**src/hdl/pong_regs_pkg.sv**
```systemverilog
package pong_regs_pkg;

    // Register offsets.
    localparam logic [3:0] reg_control  = 4'h0;
    localparam logic [3:0] reg_pad2_pos = 4'h4;
    localparam logic [3:0] reg_score    = 4'h8;    // Read only.
    localparam logic [3:0] reg_ball     = 4'hc;    // Read only.

    // Control register bits.
    localparam int ctrl_remote_bit  = 0;
    localparam int ctrl_restart_bit = 1;    // Self clearing.

    // Score word layout.
    localparam int score_p1_lsb   = 0;
    localparam int score_p2_lsb   = 4;
    localparam int score_over_bit = 8;

    // Ball word layout.
    localparam int ball_x_lsb = 0;
    localparam int ball_y_lsb = 16;

endpackage

```
**src/hdl/pong_field_pkg.sv**
```systemverilog
package pong_field_pkg;

    // Playing field in pixels.
    localparam int field_width  = 1024;
    localparam int field_height = 768;

    // Coordinate widths.
    localparam int x_width = 11;
    localparam int y_width = 10;

    // Object sizes.
    localparam int pad_height = 64;
    localparam int ball_size  = 8;    // Square ball.

    // Inner faces of the paddles.
    localparam int pad_left_x  = 16;
    localparam int pad_right_x = 1000;

    // Lowest paddle top position.
    localparam int pad_y_max = field_height - pad_height;

    // Serve position, ball top left corner.
    localparam int ball_x_center = (field_width - ball_size) / 2;
    localparam int ball_y_center = (field_height - ball_size) / 2;

    // Furthest ball top left corner positions.
    localparam int ball_x_max = field_width - ball_size;
    localparam int ball_y_max = field_height - ball_size;

endpackage
```
**src/hdl/pong_logic.sv**
```systemverilog
`timescale 1ns/1ps

module pong_logic
    import pong_field_pkg::*;
#(
    parameter int ball_step = 4,
    parameter int pad_step  = 8,
    parameter int win_score = 9
) (
    input  logic               clk,
    input  logic               reset,
    input  logic               timing_tick,
    input  logic               up1,
    input  logic               down1,
    input  logic               up2,
    input  logic               down2,
    input  logic               psel,
    input  logic               penable,
    input  logic               pwrite,
    input  logic [3:0]         paddr,
    input  logic [31:0]        pwdata,
    output logic [31:0]        prdata,
    output logic               pready,
    output logic               pslverr,
    output logic [x_width-1:0] x_ball,
    output logic [y_width-1:0] y_ball,
    output logic [y_width-1:0] y_pad1,
    output logic [y_width-1:0] y_pad2,
    output logic [3:0]         player1_score,
    output logic [3:0]         player2_score,
    output logic               game_over
);

    logic               remote_pad2;
    logic [y_width-1:0] pad2_pos;
    logic               restart;
    logic               goal_left;
    logic               goal_right;

    pong_apb_regs u_apb_regs (
        .clk,
        .reset,
        .psel,
        .penable,
        .pwrite,
        .paddr,
        .pwdata,
        .prdata,
        .pready,
        .pslverr,
        .player1_score,
        .player2_score,
        .game_over,
        .x_ball,
        .y_ball,
        .remote_pad2,
        .pad2_pos,
        .restart
    );

    pad_controller #(.pad_step(pad_step)) pad1 (
        .clk,
        .reset,
        .timing_tick,
        .up(up1),
        .down(down1),
        .use_ext(1'b0),    // Player 1 is always local.
        .ext_pos('0),
        .y_pad(y_pad1)
    );

    pad_controller #(.pad_step(pad_step)) pad2 (
        .clk,
        .reset,
        .timing_tick,
        .up(up2),
        .down(down2),
        .use_ext(remote_pad2),
        .ext_pos(pad2_pos),
        .y_pad(y_pad2)
    );

    ball_controller #(.ball_step(ball_step)) u_ball_controller (
        .clk,
        .reset,
        .timing_tick,
        .restart,
        .game_over,
        .y_pad_left(y_pad1),
        .y_pad_right(y_pad2),
        .x_ball,
        .y_ball,
        .goal_left,
        .goal_right
    );

    score_controller #(.win_score(win_score)) u_score_controller (
        .clk,
        .reset,
        .goal_left,
        .goal_right,
        .restart,
        .player1_score,
        .player2_score,
        .game_over
    );

endmodule

```
**src/hdl/score_controller.sv**
```systemverilog
`timescale 1ns/1ps

module score_controller #(
    parameter int win_score = 9
) (
    input  logic       clk,
    input  logic       reset,
    input  logic       goal_left,
    input  logic       goal_right,
    input  logic       restart,
    output logic [3:0] player1_score,
    output logic [3:0] player2_score,
    output logic       game_over
);

    logic [3:0] p1_next;
    logic [3:0] p2_next;
    logic       p1_wins;
    logic       p2_wins;

    // Goal against the left player counts for player 2.
    assign p1_next = player1_score + 4'd1;
    assign p2_next = player2_score + 4'd1;
    assign p1_wins = goal_right && (int'(p1_next) >= win_score);
    assign p2_wins = goal_left && (int'(p2_next) >= win_score);

    always_ff @(posedge clk) begin
        if (reset) begin
            player1_score <= '0;
            player2_score <= '0;
            game_over     <= 1'b0;
        end else if (restart) begin
            player1_score <= '0;
            player2_score <= '0;
            game_over     <= 1'b0;
        end else if (!game_over) begin
            if (goal_right)
                player1_score <= p1_next;
            if (goal_left)
                player2_score <= p2_next;
            if (p1_wins || p2_wins)
                game_over <= 1'b1;    // Same edge as the final score.
        end
    end

endmodule

```
**src/hdl/ball_controller.sv**
```systemverilog
`timescale 1ns/1ps

module ball_controller
    import pong_field_pkg::*;
#(
    parameter int ball_step = 4
) (
    input  logic               clk,
    input  logic               reset,
    input  logic               timing_tick,
    input  logic               restart,
    input  logic               game_over,
    input  logic [y_width-1:0] y_pad_left,
    input  logic [y_width-1:0] y_pad_right,
    output logic [x_width-1:0] x_ball,
    output logic [y_width-1:0] y_ball,
    output logic               goal_left,
    output logic               goal_right
);

    logic dir_right;
    logic dir_down;

    int x_try;
    int y_try;

    logic over_left;
    logic over_right;
    logic hit_left;
    logic hit_right;
    logic miss_left;
    logic miss_right;

    logic [x_width-1:0] x_next;
    logic [y_width-1:0] y_next;
    logic               dir_right_next;
    logic               dir_down_next;

    assign x_try = dir_right ? int'(x_ball) + ball_step : int'(x_ball) - ball_step;
    assign y_try = dir_down ? int'(y_ball) + ball_step : int'(y_ball) - ball_step;

    // Vertical overlap with each paddle.
    assign over_left  = (int'(y_ball) + ball_size > int'(y_pad_left)) &&
                        (int'(y_ball) < int'(y_pad_left) + pad_height);
    assign over_right = (int'(y_ball) + ball_size > int'(y_pad_right)) &&
                        (int'(y_ball) < int'(y_pad_right) + pad_height);

    // Leading edge reaches a face it had not passed yet.
    assign hit_left  = !dir_right && over_left &&
                       (int'(x_ball) >= pad_left_x) && (x_try <= pad_left_x);
    assign hit_right = dir_right && over_right &&
                       (int'(x_ball) + ball_size <= pad_right_x) &&
                       (x_try + ball_size >= pad_right_x);

    assign miss_left  = !dir_right && !hit_left && (x_try <= 0);
    assign miss_right = dir_right && !hit_right && (x_try >= ball_x_max);

    always_comb begin
        dir_down_next = dir_down;
        if (!dir_down && y_try <= 0) begin
            y_next        = '0;
            dir_down_next = 1'b1;
        end else if (dir_down && y_try >= ball_y_max) begin
            y_next        = y_width'(ball_y_max);
            dir_down_next = 1'b0;
        end else begin
            y_next = y_width'(y_try);
        end

        dir_right_next = dir_right;
        if (hit_left) begin
            x_next         = x_width'(pad_left_x);
            dir_right_next = 1'b1;
        end else if (hit_right) begin
            x_next         = x_width'(pad_right_x - ball_size);
            dir_right_next = 1'b0;
        end else if (miss_left || miss_right) begin
            x_next         = x_width'(ball_x_center);    // Serve.
            y_next         = y_width'(ball_y_center);
            dir_right_next = miss_right;    // Toward the player who conceded.
        end else begin
            x_next = x_width'(x_try);
        end
    end

    always_ff @(posedge clk) begin
        if (reset) begin
            x_ball     <= x_width'(ball_x_center);
            y_ball     <= y_width'(ball_y_center);
            dir_right  <= 1'b1;
            dir_down   <= 1'b1;
            goal_left  <= 1'b0;
            goal_right <= 1'b0;
        end else begin
            goal_left  <= 1'b0;
            goal_right <= 1'b0;
            if (restart) begin
                x_ball    <= x_width'(ball_x_center);
                y_ball    <= y_width'(ball_y_center);
                dir_right <= 1'b1;
                dir_down  <= 1'b1;
            end else if (timing_tick && !game_over) begin
                x_ball     <= x_next;
                y_ball     <= y_next;
                dir_right  <= dir_right_next;
                dir_down   <= dir_down_next;
                goal_left  <= miss_left;
                goal_right <= miss_right;
            end
        end
    end

endmodule

```
**src/hdl/pad_controller.sv**
```systemverilog
`timescale 1ns/1ps

module pad_controller
    import pong_field_pkg::*;
#(
    parameter int pad_step = 8
) (
    input  logic               clk,
    input  logic               reset,
    input  logic               timing_tick,
    input  logic               up,
    input  logic               down,
    input  logic               use_ext,
    input  logic [y_width-1:0] ext_pos,
    output logic [y_width-1:0] y_pad
);

    logic [y_width-1:0] y_next;

    always_comb begin
        y_next = y_pad;
        if (use_ext) begin
            if (int'(ext_pos) > pad_y_max)
                y_next = y_width'(pad_y_max);
            else
                y_next = ext_pos;
        end else if (up && !down) begin
            if (int'(y_pad) < pad_step)
                y_next = '0;    // Stop at the top.
            else
                y_next = y_pad - y_width'(pad_step);
        end else if (down && !up) begin
            if (int'(y_pad) > pad_y_max - pad_step)
                y_next = y_width'(pad_y_max);    // Stop at the bottom.
            else
                y_next = y_pad + y_width'(pad_step);
        end
    end

    always_ff @(posedge clk) begin
        if (reset)
            y_pad <= y_width'(pad_y_max / 2);
        else if (timing_tick)
            y_pad <= y_next;
    end

endmodule

```
**src/hdl/pong_apb_regs.sv**
```systemverilog
`timescale 1ns/1ps

module pong_apb_regs
    import pong_field_pkg::*;
    import pong_regs_pkg::*;
(
    input  logic                 clk,
    input  logic                 reset,
    input  logic                 psel,
    input  logic                 penable,
    input  logic                 pwrite,
    input  logic [3:0]           paddr,
    input  logic [31:0]          pwdata,
    output logic [31:0]          prdata,
    output logic                 pready,
    output logic                 pslverr,
    input  logic [3:0]           player1_score,
    input  logic [3:0]           player2_score,
    input  logic                 game_over,
    input  logic [x_width-1:0]   x_ball,
    input  logic [y_width-1:0]   y_ball,
    output logic                 remote_pad2,
    output logic [y_width-1:0]   pad2_pos,
    output logic                 restart
);

    logic access;
    logic addr_ok;
    logic read_only;
    logic wr_en;

    assign access = psel && penable;
    assign pready = 1'b1;    // No wait states.

    always_comb begin
        addr_ok   = 1'b1;
        read_only = 1'b0;
        case (paddr)
            reg_control, reg_pad2_pos: read_only = 1'b0;
            reg_score, reg_ball:       read_only = 1'b1;
            default:                   addr_ok   = 1'b0;
        endcase
    end

    assign wr_en   = access && pwrite && addr_ok && !read_only;
    assign pslverr = access && (!addr_ok || (pwrite && read_only));

    // Pulse lasts exactly the access cycle.
    assign restart = wr_en && (paddr == reg_control) && pwdata[ctrl_restart_bit];

    always_ff @(posedge clk) begin
        if (reset) begin
            remote_pad2 <= 1'b0;
            pad2_pos    <= '0;
        end else if (wr_en) begin
            if (paddr == reg_control)
                remote_pad2 <= pwdata[ctrl_remote_bit];
            if (paddr == reg_pad2_pos)
                pad2_pos <= pwdata[y_width-1:0];
        end
    end

    // Read words built from live game state.
    always_comb begin
        prdata = '0;
        case (paddr)
            reg_control: prdata[ctrl_remote_bit] = remote_pad2;
            reg_pad2_pos: prdata[y_width-1:0] = pad2_pos;
            reg_score: begin
                prdata[score_p1_lsb +: 4]   = player1_score;
                prdata[score_p2_lsb +: 4]   = player2_score;
                prdata[score_over_bit]      = game_over;
            end
            reg_ball: begin
                prdata[ball_x_lsb +: x_width] = x_ball;
                prdata[ball_y_lsb +: y_width] = y_ball;
            end
            default: prdata = '0;
        endcase
    end

endmodule

```
**config.mk**
```make
export PLATFORM = sky130hd
export DESIGN_NAME = pong_logic
export DESIGN_NICKNAME = d
export VERILOG_FILES = /design/src/hdl/pong_regs_pkg.sv /design/src/hdl/pong_field_pkg.sv /design/src/hdl/pong_logic.sv /design/src/hdl/score_controller.sv /design/src/hdl/ball_controller.sv /design/src/hdl/pad_controller.sv /design/src/hdl/pong_apb_regs.sv
export SDC_FILE = /design/constraint.sdc
export NUM_CORES = 1
export LEC_CHECK = 0
export BUFFER_PORTS_ARGS = -buffer_cell sky130_fd_sc_hd__buf_4
export CAP_MARGIN = 20
export CORE_UTILIZATION = 25
export DETAILED_ROUTE_END_ITERATION = 12
export MAX_ROUTING_LAYER = met4
export SETUP_SLACK_MARGIN = 0.3
export SKIP_LAST_GASP = 1
export SLEW_MARGIN = 20
export SYNTH_ARGS = -nofsm -noshare
export SYNTH_HDL_FRONTEND = slang
export SYNTH_SLANG_ARGS = --single-unit
```
**constraint.sdc**
```tcl
create_clock -name clk -period 3.5 [get_ports clk]
set_input_delay 1.05 -clock clk [delete_from_list [all_inputs] [get_ports clk]]
set_output_delay 1.05 -clock clk [all_outputs]
set_load 0.01 [all_outputs]
```
==> results_dict.tcl <==
set metrics [dict create \
    synthSimpleGateAreaFrac_pct 25.7 \
    fin_hold_ws_ns 0.526 \
    synth_fa_ha_area_share_pct 13.3 \
    crit_top_cell "buf_4" \
    routed_wl_um 19200 \
    drt_first_pass_iters 5 \
    relSlewSlack_pct 54.7 \
    nNetsFinal 1043 \
    core-area_sq_um 23500 \
    violations "setup timing" \
    hold_viol 0 \
    drt_iter0_drc 381 \
    synth_compound_area_share_pct 23.5 \
    final_cells 1258 \
    path_cells "buf_4 -> ha_2 -> nand3_2 -> nor3_2 -> buf_4 -> o21a_1 -> nor3_4 -> and4_4 -> nand2_1 -> ha_1 -> nand4_1 -> o211ai_1 -> o211a_1 -> a221oi_4 -> a31o_4 -> or4_4 -> o21ai_2" \
    total_power_mw 4.81 \
    ir_worst_vdd_uv 257 \
    via_per_inst 4.96 \
    slowest_delay_ns 0.51 \
    ys_types 87 \
    crit_type "register to register" \
    place_congestion 0.919 \
    grt_antenna_before_repair 0 \
    setup_viol 18 \
    rsz0062_at_grt "yes" \
    synth_top_family_by_area "simple AND/OR/NAND/NOR gates" \
    hold_path.class "register to register" \
    p_leak_nw 3.60 \
    cts.clk_slew.worst_paths_ns 0.06 \
    initial_core_util_pct 25.6 \
    track_usage_pct 16.3 \
    die_w_um 157 \
    ys_async_sr_fraction_pct 0 \
    synth-edff-count 0 \
    cts.path.max_buffers 2 \
    dr_wl_met2_um 8730 \
    maxClockFrequency_mhz 272 \
    cp_top_family "simple AND/OR/NAND/NOR gates" \
    finish.utilization_pct 33.9 \
    cp_data_required_time_ns 3.77 \
    dp_cells 1231 \
    die_area_sq_um 24800 \
    cts_tree "built" \
    fp-row-count 56 \
    fin_crit_sh_pct 105 \
    die_h_um 157 \
    drc 0 \
    cp_slowest_cell "or4_4" \
    period_needed_ns 3.67 \
    synth_cells 789 \
    cp_max_fo 4 \
    crit_buf_inv 2 \
    ys_warn_count 0 \
    syn2layout_area_growth_pct 32.3 \
    grt_pass1_wl_um 30800 \
    layout_setup_ws_ns -0.170 \
    synth-xor-area-share_pct 5.93 \
    avgSynthCellArea_sq_um 7.65 \
    io_pins 130 \
    dr.max_layer_used "met4" \
    numCtsBuffers 9 \
    cts-root-buf "clkbuf_16" \
    clock-skew-final_ns 0.00699 \
    portBuffers 90 \
    layout-drive-gt1-share_pct 27.2 \
    ys_seq_elements 60 \
    setup_tns_ns -1.41 \
    dp_hpwl_um 15100 \
    report.final.slew_viol_count 0 \
    wl_met3_um 1080 \
    cts-hold-fix-buffers 0 \
    status "finished with violations" \
    vias 6238 \
    ys_seq_area_share_pct 19.9 \
    power_density_nw_per_um2 602 \
    cts.sinks 60 \
    muxShareOfSynthArea_pct 3.05 \
    h-tree-depth 3 \
    grt_pass1_vias 5865 \
    worstMarginPinSlew_ns 0.677 \
    cp.arrival_ns 3.94 \
    grt_overflow_total 0 \
    clock_latency_ns 0.34 \
    ant_nets 0 \
    syn_area_sq_um 6030 \
    grt_max_degree 31 \
    synth_top_flop_cell "dfxtp_1" \
    end_kind "register" \
    maxCapViolCount 0 \
    wl_per_cell_um 15.3 \
    start_kind "register" \
    wl_met1_um 8990 \
]
==> synthesized netlist by cell type, types with 11 or more instances <==
cell,n,share of area [%]
a22oi_1,13,1.6
and3_1,13,1.3
inv_1,45,2.8
xor2_1,11,1.6
xnor2_1,28,4.1
nor2_1,85,5.3
nor3_1,15,1.2
clkbuf_1,31,1.9
nand2_1,57,3.5
ha_1,64,13
dfxtp_1,60,20
and2_1,16,1.7
o21ai_0,31,2.6
mux2i_1,15,2.5
a31oi_1,14,1.5
nand3_1,30,2.5
nand4_1,13,1.3
a21oi_1,43,3.6
buf_4,21,2.6
nor2b_1,15,1.6
==> report_power, final <==
group	total (mW)	internal [mW]	switching (mW)	leakage (nW)
registers	0.878	0.773	0.105	0.488
clock network	0.843	0.496	0.346	0.135
logic	3.09	1.42	1.66	2.97
==> metrics by stage <==
step | setup WS (ns) | cell area (sq um)
after detailed placement | -0.320 | 7480
after global placement | -0.310 | 7480
after global routing | -0.379 | 7980
after CTS | -0.170 | 7920
final | -0.170 | 7980
after floorplan | -0.0778 | 6140
==> what timing repair did <==
| item | in CTS | in global routing |
|---|---|---|
| resized for setup | 22 | 10 |
| cloned | 0 | 0 |
| setup endpoints to repair | 21 | 34 |
| endpoints found under the hold margin | 0 | 0 |
| setup buffers | 8 | 2 |
| pin swaps | 19 | 6 |
==> area by class of cell <==
class	count	area, sq um
diodes	1	2.50
flip-flops and latches	60	1210
clock buffers	10	239
inverters	45	174
well taps	319	399
repair buffers	181	1390
clock inverters	6	38.8
fillers	2502	15600
multi-input cells	636	4530
==> cell families (layout without fill, tap and decap cells) <==
| kind of cell | after synthesis | count (layout) |
|---|---|---|
| xor+xnor | 40 | 40 |
| mux | 18 | 18 |
| fa+ha+maj | 64 | 64 |
| flops | 60 | 60 |
| simple gates | 296 | 296 |
| buf+inv | 108 | 242 |
| compound gates | 201 | 201 |
| other cells | 2 | 18 |
==> worst min-delay path, stage by stage, from the launching register on <==
cell and delay [ns]:
dfxtp_1 0.33, a221oi_1 0.07, nor2_1 0.08
==> cells in the final DEF, fill, tap and decap left out, types with 10 or more instances in the layout <==
| master | synthesis | layout |
|---|---|---|
| nand2_1 | 57 | 56 |
| buf_4 | 21 | 176 |
| and3_1 | 13 | 11 |
| a22oi_1 | 13 | 13 |
| xnor2_1 | 28 | 27 |
| conb_1 | 2 | 17 |
| nor3_1 | 15 | 14 |
| nand3_1 | 30 | 29 |
| nand4_1 | 13 | 13 |
| dfxtp_1 | 60 | 55 |
| mux2i_1 | 15 | 15 |
| xor2_1 | 11 | 10 |
| o21ai_0 | 31 | 28 |
| nor2b_1 | 15 | 13 |
| and2_1 | 16 | 16 |
| a31oi_1 | 14 | 14 |
| nor2_1 | 85 | 84 |
| ha_1 | 64 | 61 |
| inv_1 | 45 | 42 |
| a21oi_1 | 43 | 41 |
==> sequential cells by signal (all words and copies together) (netlist names) <==
signal / flops
u_ball_controller.goal_left: 1
u_ball_controller.goal_right: 1
u_score_controller.player2_score: 4
pad1.y_pad: 7
pad2.y_pad: 10
u_ball_controller.x_ball: 9
u_score_controller.game_over: 1
u_apb_regs.pad2_pos: 10
u_apb_regs.remote_pad2: 1
u_ball_controller.y_ball: 10
u_ball_controller.dir_right: 1
u_ball_controller.dir_down: 1
u_score_controller.player1_score: 4
==> path summary, 6_finish.rpt <==
kind / from / endpoint / slack [ns] / depth (start not counted)
worst max-delay path: u_ball_controller.x_ball[3]$_SDFFE_PP1P_ / u_ball_controller.y_ball[7]$_SDFFE_PP0P_ / -0.17 / 17
worst min-delay path: u_ball_controller.goal_left$_SDFF_PP0_ / u_score_controller.game_over$_SDFF_PP0_ / 0.53 / 2
worst max register to register: u_ball_controller.x_ball[3]$_SDFFE_PP1P_ / u_ball_controller.y_ball[7]$_SDFFE_PP0P_ / -0.17 / 17
worst min register to register: u_ball_controller.goal_left$_SDFF_PP0_ / u_score_controller.game_over$_SDFF_PP0_ / 0.53 / 2
==> metal layers <==
layer,GRT usage (%),up-vias
li1,-,3107
met4,5.09,0
met1,21.0,2910
met3,3.03,29
met5,-,-
met2,25.5,192
Power figures use the tool's default switching activity.
